**src/verilog/riscPkg.sv**
```systemverilog
package riscPkg;

	localparam int wordWidth = 14;
	localparam int regCount = 16;
	localparam logic [wordWidth-1:0] nopWord = '1;	// Empty stage marker
	localparam logic [wordWidth-1:0] resetPc = '0;

	typedef enum logic [5:0] {
		opcLd   = 6'd0,
		opcSt   = 6'd1,
		opcCpy  = 6'd2,
		opcJmp  = 6'd4,
		opcAdd  = 6'd5,
		opcSub  = 6'd6,
		opcAddc = 6'd7,	// Add the Rj field as a constant
		opcSubc = 6'd8,
		opcNot  = 6'd11,
		opcAnd  = 6'd12,
		opcOr   = 6'd13,
		opcXor  = 6'd14,
		opcSrl  = 6'd15,
		opcSra  = 6'd16,
		opcRotl = 6'd17,
		opcRotr = 6'd18,
		opcIn   = 6'd27,
		opcOut  = 6'd28,
		opcNop  = 6'd29
	} opcode_e;

	typedef enum logic [3:0] {
		condJu  = 4'b0000,
		condJc1 = 4'b1000,
		condJn1 = 4'b0100,
		condJv1 = 4'b0010,
		condJz1 = 4'b0001,
		condJc0 = 4'b0111,
		condJn0 = 4'b1011,
		condJv0 = 4'b1101,
		condJz0 = 4'b1110
	} jumpCond_e;

	typedef struct packed {
		logic carry;
		logic negative;
		logic overflow;
		logic zero;
	} flags_t;

	typedef struct packed {
		logic valid;
		logic [wordWidth-1:0] instr;
		logic [wordWidth-1:0] ext;	// Base word of LD, ST and JMP
	} fetchPacket_t;

	typedef struct packed {
		logic valid;
		opcode_e opcode;
		logic [3:0] ri;
		logic [3:0] rj;
		logic [wordWidth-1:0] a;
		logic [wordWidth-1:0] b;
		logic [wordWidth-1:0] base;
	} operandPacket_t;

	typedef struct packed {
		logic valid;
		logic [3:0] idx;
		logic [wordWidth-1:0] value;
	} writePacket_t;

	typedef struct packed {
		logic valid;
		logic we;
		logic [wordWidth-1:0] adr;
		logic [wordWidth-1:0] wdat;
	} busCmd_t;

	typedef struct packed {
		logic cyc;
		logic stb;
		logic we;
		logic [wordWidth-1:0] adr;
		logic [wordWidth-1:0] datOut;
	} wbReq_t;

	typedef struct packed {
		logic ack;
		logic [wordWidth-1:0] datIn;
	} wbRsp_t;

	typedef struct packed {
		logic valid;
		logic [wordWidth-1:0] target;
	} redirect_t;

endpackage
```
**src/verilog/riscCpu.sv**
```systemverilog
`timescale 1ns/10ps

module riscCpu import riscPkg::*; (
	input logic Clock_not,
	input logic reset,
	input logic [4:0] switches,
	output logic [7:0] display,
	output logic displayStrobe,
	output wbReq_t busReq,
	input wbRsp_t busRsp
);
	fetchPacket_t fetchPkt;
	operandPacket_t opPkt;
	writePacket_t writePkt;	// Register write and forwarding path
	busCmd_t fetchCmd;
	busCmd_t dataCmd;
	redirect_t redirect;
	logic resume;
	logic fetchDone;
	logic dataDone;
	logic [wordWidth-1:0] readData;
	logic [wordWidth-1:0] readA;
	logic [wordWidth-1:0] readB;
	logic [3:0] readIdxA;
	logic [3:0] readIdxB;

	fetchUnit i_fetch (.Clock_not(Clock_not), .reset(reset), .fetchCmd(fetchCmd),
		.fetchDone(fetchDone), .fetchData(readData), .redirect(redirect),
		.resume(resume), .fetchOut(fetchPkt));

	operandStage i_operand (.Clock_not(Clock_not), .reset(reset), .fetchIn(fetchPkt),
		.readIdxA(readIdxA), .readIdxB(readIdxB), .readA(readA), .readB(readB),
		.forwardIn(writePkt), .opOut(opPkt));

	executeStage i_execute (.Clock_not(Clock_not), .reset(reset), .opIn(opPkt),
		.switches(switches), .dataCmd(dataCmd), .dataDone(dataDone), .dataIn(readData),
		.writeOut(writePkt), .redirect(redirect), .resume(resume), .display(display),
		.displayStrobe(displayStrobe));

	regFile i_regs (.Clock_not(Clock_not), .reset(reset), .readIdxA(readIdxA),
		.readIdxB(readIdxB), .readA(readA), .readB(readB), .writeIn(writePkt));

	wbMaster i_bus (.Clock_not(Clock_not), .reset(reset), .fetchCmd(fetchCmd),
		.dataCmd(dataCmd), .fetchDone(fetchDone), .dataDone(dataDone),
		.readData(readData), .busReq(busReq), .busRsp(busRsp));

endmodule

```
**src/verilog/wbMaster.sv**
```systemverilog
`timescale 1ns/10ps

module wbMaster import riscPkg::*; (
	input logic Clock_not,
	input logic reset,
	input busCmd_t fetchCmd,
	input busCmd_t dataCmd,
	output logic fetchDone,
	output logic dataDone,
	output logic [wordWidth-1:0] readData,
	output wbReq_t busReq,
	input wbRsp_t busRsp
);
	typedef enum logic {
		busIdle,
		busActive
	} busState_e;

	busState_e state;
	logic ownerData;	// Data side holds the open cycle
	busCmd_t pick;

	assign pick = dataCmd.valid ? dataCmd : fetchCmd;	// Data before fetch

	assign fetchDone = (state == busActive) && busRsp.ack && !ownerData;
	assign dataDone = (state == busActive) && busRsp.ack && ownerData;
	assign readData = busRsp.datIn;

	always_ff @(posedge Clock_not) begin
		if (reset) begin
			state <= busIdle;
			ownerData <= 1'b0;
			busReq.cyc <= 1'b0;
			busReq.stb <= 1'b0;
			busReq.we <= 1'b0;
		end else if (state == busIdle) begin
			if (pick.valid) begin
				state <= busActive;
				ownerData <= dataCmd.valid;
				busReq.cyc <= 1'b1;
				busReq.stb <= 1'b1;
				busReq.we <= pick.we;
				busReq.adr <= pick.adr;
				busReq.datOut <= pick.wdat;
			end
		end else if (busRsp.ack) begin
			state <= busIdle;	// One idle cycle before the next transfer
			busReq.cyc <= 1'b0;
			busReq.stb <= 1'b0;
			busReq.we <= 1'b0;
		end
	end

endmodule

```
**src/verilog/executeStage.sv**
```systemverilog
`timescale 1ns/10ps

module executeStage import riscPkg::*; (
	input logic Clock_not,
	input logic reset,
	input operandPacket_t opIn,
	input logic [4:0] switches,
	output busCmd_t dataCmd,
	input logic dataDone,
	input logic [wordWidth-1:0] dataIn,
	output writePacket_t writeOut,
	output redirect_t redirect,
	output logic resume,
	output logic [7:0] display,
	output logic displayStrobe
);
	flags_t flags;
	flags_t aluFlags;
	logic [wordWidth-1:0] aluResult;
	logic [wordWidth-1:0] effAddr;
	logic [3:0] loadIdx;	// Destination of the open LD
	logic condMet;
	logic isJump;

	aluUnit i_alu (.opcode(opIn.opcode), .a(opIn.a), .b(opIn.b), .amount(opIn.rj[1:0]),
		.flagsIn(flags), .result(aluResult), .flagsOut(aluFlags));

	assign effAddr = opIn.base + opIn.a;
	assign isJump = opIn.valid && (opIn.opcode == opcJmp);

	always_comb begin
		case (jumpCond_e'(opIn.rj))
			condJu: condMet = 1'b1;
			condJc1: condMet = flags.carry;
			condJn1: condMet = flags.negative;
			condJv1: condMet = flags.overflow;
			condJz1: condMet = flags.zero;
			condJc0: condMet = !flags.carry;
			condJn0: condMet = !flags.negative;
			condJv0: condMet = !flags.overflow;
			condJz0: condMet = !flags.zero;
			default: condMet = 1'b0;
		endcase
	end

	assign redirect.valid = isJump && condMet;
	assign redirect.target = effAddr;
	assign resume = (dataCmd.valid && dataDone) || isJump;	// Releases the held fetch

	always_comb begin
		writeOut.valid = 1'b0;
		writeOut.idx = opIn.ri;
		writeOut.value = aluResult;
		if (dataCmd.valid && !dataCmd.we && dataDone) begin
			writeOut.valid = 1'b1;
			writeOut.idx = loadIdx;
			writeOut.value = dataIn;
		end else if (opIn.valid) begin
			if (opIn.opcode inside {opcCpy, opcAdd, opcSub, opcAddc, opcSubc, opcNot, opcAnd,
				opcOr, opcXor, opcSrl, opcSra, opcRotl, opcRotr})
				writeOut.valid = 1'b1;
			if (opIn.opcode == opcIn) begin
				writeOut.valid = 1'b1;
				writeOut.value = {{(wordWidth-5){1'b0}}, switches};
			end
		end
	end

	always_ff @(posedge Clock_not) begin
		if (reset) begin
			dataCmd.valid <= 1'b0;
			dataCmd.we <= 1'b0;
			flags <= '0;
			display <= '0;
			displayStrobe <= 1'b0;
		end else begin
			displayStrobe <= 1'b0;
			if (dataDone)
				dataCmd.valid <= 1'b0;
			if (opIn.valid) begin
				flags <= aluFlags;	// Unchanged for non-ALU ops
				case (opIn.opcode)
					opcLd, opcSt: begin
						dataCmd.valid <= 1'b1;
						dataCmd.we <= (opIn.opcode == opcSt);
						dataCmd.adr <= effAddr;
						dataCmd.wdat <= opIn.b;	// R[Rj] for ST
						loadIdx <= opIn.rj;
					end
					opcOut: begin
						display <= opIn.a[7:0];
						displayStrobe <= 1'b1;
					end
					default: ;
				endcase
			end
		end
	end

endmodule

```
**src/verilog/operandStage.sv**
```systemverilog
`timescale 1ns/10ps

module operandStage import riscPkg::*; (
	input logic Clock_not,
	input logic reset,
	input fetchPacket_t fetchIn,
	output logic [3:0] readIdxA,
	output logic [3:0] readIdxB,
	input logic [wordWidth-1:0] readA,
	input logic [wordWidth-1:0] readB,
	input writePacket_t forwardIn,
	output operandPacket_t opOut
);
	logic [wordWidth-1:0] instr;
	logic [wordWidth-1:0] valA;
	logic [wordWidth-1:0] valB;
	opcode_e opcode;

	assign instr = fetchIn.valid ? fetchIn.instr : nopWord;	// Bubble decodes as NOP
	assign opcode = opcode_e'(instr[13:8]);
	assign readIdxA = instr[7:4];
	assign readIdxB = instr[3:0];

	always_comb begin
		valA = (forwardIn.valid && forwardIn.idx == readIdxA) ? forwardIn.value : readA;
		valB = (forwardIn.valid && forwardIn.idx == readIdxB) ? forwardIn.value : readB;
		// R0 as memory index means no index
		if (opcode inside {opcLd, opcSt, opcJmp} && readIdxA == 4'd0)
			valA = '0;
		if (opcode inside {opcAddc, opcSubc})
			valB = {{(wordWidth-4){1'b0}}, readIdxB};	// Constant from Rj field
	end

	always_ff @(posedge Clock_not) begin
		if (reset)
			opOut.valid <= 1'b0;
		else
			opOut.valid <= fetchIn.valid;
		opOut.opcode <= opcode;
		opOut.ri <= readIdxA;
		opOut.rj <= readIdxB;
		opOut.a <= valA;
		opOut.b <= valB;
		opOut.base <= fetchIn.ext;
	end

endmodule

```
**src/verilog/fetchUnit.sv**
```systemverilog
`timescale 1ns/10ps

module fetchUnit import riscPkg::*; (
	input logic Clock_not,
	input logic reset,
	output busCmd_t fetchCmd,
	input logic fetchDone,
	input logic [wordWidth-1:0] fetchData,
	input redirect_t redirect,
	input logic resume,
	output fetchPacket_t fetchOut
);
	typedef enum logic [1:0] {
		stInstr,
		stExt,
		stHeld
	} fetchState_e;

	fetchState_e state;
	logic [wordWidth-1:0] pc;
	logic [wordWidth-1:0] instrWord;	// First word of a two-word instruction
	logic twoWord;

	assign twoWord = opcode_e'(fetchData[13:8]) inside {opcLd, opcSt, opcJmp};

	// Reads only, from the program counter
	assign fetchCmd.valid = (state != stHeld);
	assign fetchCmd.we = 1'b0;
	assign fetchCmd.adr = pc;
	assign fetchCmd.wdat = '0;

	always_ff @(posedge Clock_not) begin
		if (reset) begin
			state <= stInstr;
			pc <= resetPc;
			fetchOut.valid <= 1'b0;
		end else begin
			fetchOut.valid <= 1'b0;	// Valid for one cycle per instruction
			case (state)
				stInstr: begin
					if (fetchDone) begin
						pc <= pc + 1'b1;
						if (twoWord) begin
							instrWord <= fetchData;
							state <= stExt;
						end else begin
							fetchOut.valid <= 1'b1;
							fetchOut.instr <= fetchData;
							fetchOut.ext <= '0;
						end
					end
				end
				stExt: begin
					if (fetchDone) begin
						pc <= pc + 1'b1;
						fetchOut.valid <= 1'b1;
						fetchOut.instr <= instrWord;
						fetchOut.ext <= fetchData;
						state <= stHeld;
					end
				end
				stHeld: begin
					// Wait for the memory access or jump decision
					if (resume) begin
						state <= stInstr;
						if (redirect.valid)
							pc <= redirect.target;	// Taken jump
					end
				end
				default: state <= stInstr;
			endcase
		end
	end

endmodule

```
**src/verilog/regFile.sv**
```systemverilog
`timescale 1ns/10ps

module regFile import riscPkg::*; (
	input logic Clock_not,
	input logic reset,
	input logic [3:0] readIdxA,
	input logic [3:0] readIdxB,
	output logic [wordWidth-1:0] readA,
	output logic [wordWidth-1:0] readB,
	input writePacket_t writeIn
);
	logic [wordWidth-1:0] regs [regCount];

	// New value wins over the stored one
	assign readA = (writeIn.valid && writeIn.idx == readIdxA) ? writeIn.value
		: regs[readIdxA];
	assign readB = (writeIn.valid && writeIn.idx == readIdxB) ? writeIn.value
		: regs[readIdxB];

	always_ff @(posedge Clock_not) begin
		if (reset) begin
			for (int i = 0; i < regCount; i++)
				regs[i] <= '0;
		end else if (writeIn.valid) begin
			regs[writeIn.idx] <= writeIn.value;
		end
	end

endmodule

```
**src/verilog/aluUnit.sv**
```systemverilog
`timescale 1ns/10ps

module aluUnit import riscPkg::*; (
	input opcode_e opcode,
	input logic [wordWidth-1:0] a,
	input logic [wordWidth-1:0] b,
	input logic [1:0] amount,
	input flags_t flagsIn,
	output logic [wordWidth-1:0] result,
	output flags_t flagsOut
);
	logic [wordWidth:0] sum;
	logic [wordWidth:0] diff;
	logic [2*wordWidth-1:0] rotL;
	logic [2*wordWidth-1:0] rotR;

	assign sum = {1'b0, a} + {1'b0, b};
	assign diff = {1'b0, a} - {1'b0, b};	// Top bit is the borrow
	assign rotL = {a, a} << amount;
	assign rotR = {a, a} >> amount;

	always_comb begin
		result = a;
		flagsOut = flagsIn;
		case (opcode)
			opcAdd, opcAddc: begin
				result = sum[wordWidth-1:0];
				flagsOut.carry = sum[wordWidth];
				// Same signs in, other sign out
				flagsOut.overflow = (a[wordWidth-1] == b[wordWidth-1])
					&& (result[wordWidth-1] != a[wordWidth-1]);
			end
			opcSub, opcSubc: begin
				result = diff[wordWidth-1:0];
				flagsOut.carry = diff[wordWidth];
				flagsOut.overflow = (a[wordWidth-1] != b[wordWidth-1])
					&& (result[wordWidth-1] != a[wordWidth-1]);
			end
			opcNot: begin
				result = ~a;
			end
			opcAnd: begin
				result = a & b;
			end
			opcOr: begin
				result = a | b;
			end
			opcXor: begin
				result = a ^ b;
			end
			opcSrl: begin
				result = a >> amount;
			end
			opcSra: begin
				result = $signed(a) >>> amount;	// Sign fill
			end
			opcRotl: begin
				result = rotL[2*wordWidth-1:wordWidth];
			end
			opcRotr: begin
				result = rotR[wordWidth-1:0];
			end
			opcCpy: begin
				result = b;
			end
			default: ;
		endcase
		// N and Z follow arithmetic and logic results only
		if (opcode inside {opcAdd, opcAddc, opcSub, opcSubc, opcNot, opcAnd, opcOr, opcXor}) begin
			flagsOut.negative = result[wordWidth-1];
			flagsOut.zero = (result == '0);
		end
	end

endmodule

```
**config.mk**
```make
export PLATFORM = sky130hd
export DESIGN_NAME = riscCpu
export DESIGN_NICKNAME = d
export VERILOG_FILES = /design/src/verilog/riscPkg.sv /design/src/verilog/riscCpu.sv /design/src/verilog/wbMaster.sv /design/src/verilog/executeStage.sv /design/src/verilog/operandStage.sv /design/src/verilog/fetchUnit.sv /design/src/verilog/regFile.sv /design/src/verilog/aluUnit.sv
export SDC_FILE = /design/constraint.sdc
export NUM_CORES = 1
export LEC_CHECK = 0
export BUFFER_PORTS_ARGS = -buffer_cell sky130_fd_sc_hd__buf_4
export CAP_MARGIN = 40
export CORE_ASPECT_RATIO = 0.8
export CORE_MARGIN = 4
export CORE_UTILIZATION = 65
export CTS_BUF_LIST = sky130_fd_sc_hd__clkbuf_8
export CTS_CLUSTER_DIAMETER = 60
export DETAILED_ROUTE_END_ITERATION = 10
export GPL_TIMING_DRIVEN = 0
export PLACE_DENSITY = 0.82
export SYNTH_ARGS = -nofsm -noshare
export SYNTH_HDL_FRONTEND = slang
export SYNTH_HIERARCHICAL = 1
export SYNTH_SLANG_ARGS = --single-unit
```
**constraint.sdc**
```tcl
create_clock -name Clock_not -period 8.19 [get_ports Clock_not]
set_input_delay 0.819 -clock Clock_not [delete_from_list [all_inputs] [get_ports Clock_not]]
set_output_delay 0.819 -clock Clock_not [all_outputs]
set_load 0.05 [all_outputs]
```
==> run summary <==
FF+latch count, synth: 419
family with the most delay on the worst path: compound AO/OA/AOI/OAI gates
P_sw: 0.001338 W
Fin Clk Skew: 0.03976 ns
chip height: 183.4 um
CTS Sinks: 419
TritonCTS buffer count: 68
Final #Nets: 2290
latest clock arrival within the worst-skew pair: 0.62 ns
mapped cell area: 24990 um^2
CP bufs+invs: 4
GRT overflow: 0
P_leak: 10.92 nW
fin crit share: 0.6806
# resized after CTS: 0
setup TNS: 0 ns
first-pass GRT wire length: 109600 um
drt first pass iters: 8
vias per cell: 6.812
worst slew pin tran: 1.006 ns
number of global-route vias before repair: 18040
Seq pwr share: 0.508
Die W: 227.2 um
status: finished, final reports clean
PortBufs: 47
worst relative slew slack: 0.3249
slowest stage cell, crit path: dfxtp_1
peak supply drop: 198.8 uV
Synth async-reset ratio: 0
Core Rows: 63
TritonCTS clock tree: yes
share of cells above drive strength 1: 0.2146
Final HPWL DP: 53610 um
Max FO, Critical Path: 14
hold_buf cts: 0
WP data arrival: 6.03 ns
CP peak stage delay: 0.91 ns
clock buffer depth: 3
Worst EP required: 8.64 ns
die area: 41660 um^2
worst path cell trace: inv_1 -> ha_1 -> clkbuf_1 -> nor4_1 -> nand2_1 -> o21ai_0 -> o41ai_1 -> or4_1 -> a22oi_1 -> o32ai_1 -> inv_1 -> a22o_1 -> clkbuf_1 -> and2_1
GP Congestion: 0.9886
depth of the CTS H-tree: 3
largest net degree at the start of global routing: 29
crit end category: register
Cell variety after synth: 104
Routed wire per std cell: 26.44 um
Post-synth top flop: edfxtp_1
hold_ws: 0.3347 ns
commonest non-fill, non-tap cells in the layout: edfxtp_1, and2_1, mux2i_1, mux4_2, nor2_1
# DRC: 0
RSZ-0062 raised after global routing: false
Max-cap violations: 0
Logic pwr share: 0.145
core footprint: 37520 um^2
Seq/Total Area, Yosys: 0.4663
Routed WL: 72530 um
Fin. Hold Viols: 0
cell internal pwr: 0.003457 W
critical path class: reg -> reg
antenna-violating nets left: 0
CP startpoint kind: register
Sw Share: 0.2790
Post-synth EDFFs: 326
initial core utilization: 0.6659
PD cells: 174.9 nW/um^2
Area Growth Syn to Fin: 9.740%
commonest non-fill, non-tap cell in the layout: edfxtp_1
GRT Util Overall: 0.3493
Iteration-0 DRC Markers: 2694
Top Ports: 62
clock share of power: 0.347
root buf cell: clkbuf_8
initial antenna violation count: 0
average size of a mapped cell: 12.14 um^2
# fillers: 2542
Setup violations, final: 0
min Tclk post-route: 5.574 ns
DR vias: 18690
Synth Instances: 2058
Ys Warns: 6
Post-CTS Setup Inserts: 0
Pins Over Slew Limit: 0
Fmax achieved: 179.4 MHz
clock slew at reported path FFs: 0.06 ns
hold crit path type: reg -> reg
-- power groups by stage --
stage                     clock, W  sequential [W]  combinational (W)
after floorplan                  0         0.00246           0.000430
after global placement           0         0.00247           0.000646
after detailed placement         0         0.00247           0.000671
after CTS                  0.00169         0.00243           0.000675
after global routing       0.00179         0.00244           0.000736
final                      0.00166         0.00243           0.000697
-- worst reg2reg max path: stages (launching register included) --
cell	delay, ns
dfxtp_1	0.91
inv_1	0.17
ha_1	0.34
clkbuf_1	0.25
nor4_1	0.55
nand2_1	0.10
o21ai_0	0.51
o41ai_1	0.29
or4_1	0.51
a22oi_1	0.23
o32ai_1	0.15
inv_1	0.09
a22o_1	0.59
clkbuf_1	0.52
and2_1	0.22
-- final cells by class --
type | instances | area, um^2 | share of cell area
multi-input cells | 1413 | 12170 | 0.4439
flip-flops and latches | 419 | 11650 | 0.4249
plain buffers | 178 | 1002 | 0.03655
clock buffers | 71 | 977.2 | 0.03564
well taps | 487 | 609.3 | 0.02222
repair buffers | 62 | 514.2 | 0.01876
clock inverters | 50 | 255.2 | 0.009309
inverters | 62 | 235.2 | 0.008579
diodes | 1 | 2.502 | 0.00009127
-- synth_stat cells, drive strengths merged, types with 7 or more instances --
cell type  instances  area [um^2]
a22oi             23        172.7
a221oi             9        85.08
nand2             59        221.5
ha                61        763.2
mux4             131         2983
o311ai             8        70.07
nand2b            28        190.2
nand3             32        160.2
edfxtp           326         9789
dfxtp             93         1862
or2               19        118.9
mux2i            126         1261
buf              103        720.7
clkbuf            75        281.5
a21o              13        97.59
o2111ai            7        61.31
nor4              14        117.6
a222oi             7        70.07
nor2b             24        160.1
o211ai             7        52.55
a21oi             76        384.1
and2             251         1570
or3                7        48.80
a211oi            18        140.1
o21ai             71        366.6
inv               62        235.2
nor3              33        170.2
nor3b              7        52.55
a31oi             12        75.07
mux2              61        686.9
xnor2             16        140.1
a22o              14        122.6
nor2             120        469.2
nand4             11        68.82
and3               9        56.30
xor2              12        105.1
o21a               9        67.56
o22ai              8        56.30
-- metal layers --
layer,up-vias,GRT usage,part of all wire
met4,0,0.1602,0.052
met3,198,0.09794,0.14
li1,8046,-,-
met5,-,0,0
met1,9113,0.4954,0.38
met2,1328,0.5063,0.43
-- kinds of logic (layout without fill, tap and decap cells) --
| logic type | after synthesis | count (layout) | synth area share |
|---|---|---|---|
| simple gates | 645 | 645 | 0.1477 |
| flops | 419 | 419 | 0.4663 |
| compound gates | 343 | 343 | 0.09620 |
| mux | 318 | 318 | 0.1974 |
| buf+inv | 240 | 423 | 0.04953 |
| fa+ha+maj | 64 | 64 | 0.03295 |
| xor+xnor | 28 | 28 | 0.009815 |
| other cells | 1 | 16 | 0.0001501 |
-- metrics by stage --
step	cells	setup WS, ns	utilization	instance area (um^2)	power (W)
4_1_cts	2741	2.836	0.7306	27410	0.004794
5_1_grt	2742	2.425	0.7307	27420	0.004957
3_5_place_dp	2620	2.892	0.6977	26180	0.003142
6_report	2743	2.616	0.7308	27420	0.004795
3_3_place_gp	2606	2.901	0.6929	26000	0.003113
2_1_floorplan	2072	4.354	-	25040	0.002888
-- sequential cells by signal, summed over array words and instances (netlist names) --
signal                   flops
i_execute/display            8
i_fetch/instrWord           14
i_execute/loadIdx            4
i_execute/displayStrobe      1
i_bus/state                  1
i_regs/regs                224
i_execute/dataCmd           30
i_operand/opOut             57
i_fetch/fetchOut            29
i_fetch/pc                  14
i_execute/flags              4
i_bus/ownerData              1
i_bus/busReq                30
i_fetch/state                2
-- worst paths after layout --
check / to / from / cells past startpoint / slack (ns)
max reg2reg: i_regs/regs[10][13] / i_operand/opOut[35] / 14 / 2.62
max: i_regs/regs[10][13] / i_operand/opOut[35] / 14 / 2.62
min: i_operand/opOut[4] / i_fetch/fetchOut[4] / 0 / 0.33
min reg2reg: i_operand/opOut[4] / i_fetch/fetchOut[4] / 0 / 0.33
Power figures use the tool's default switching activity.
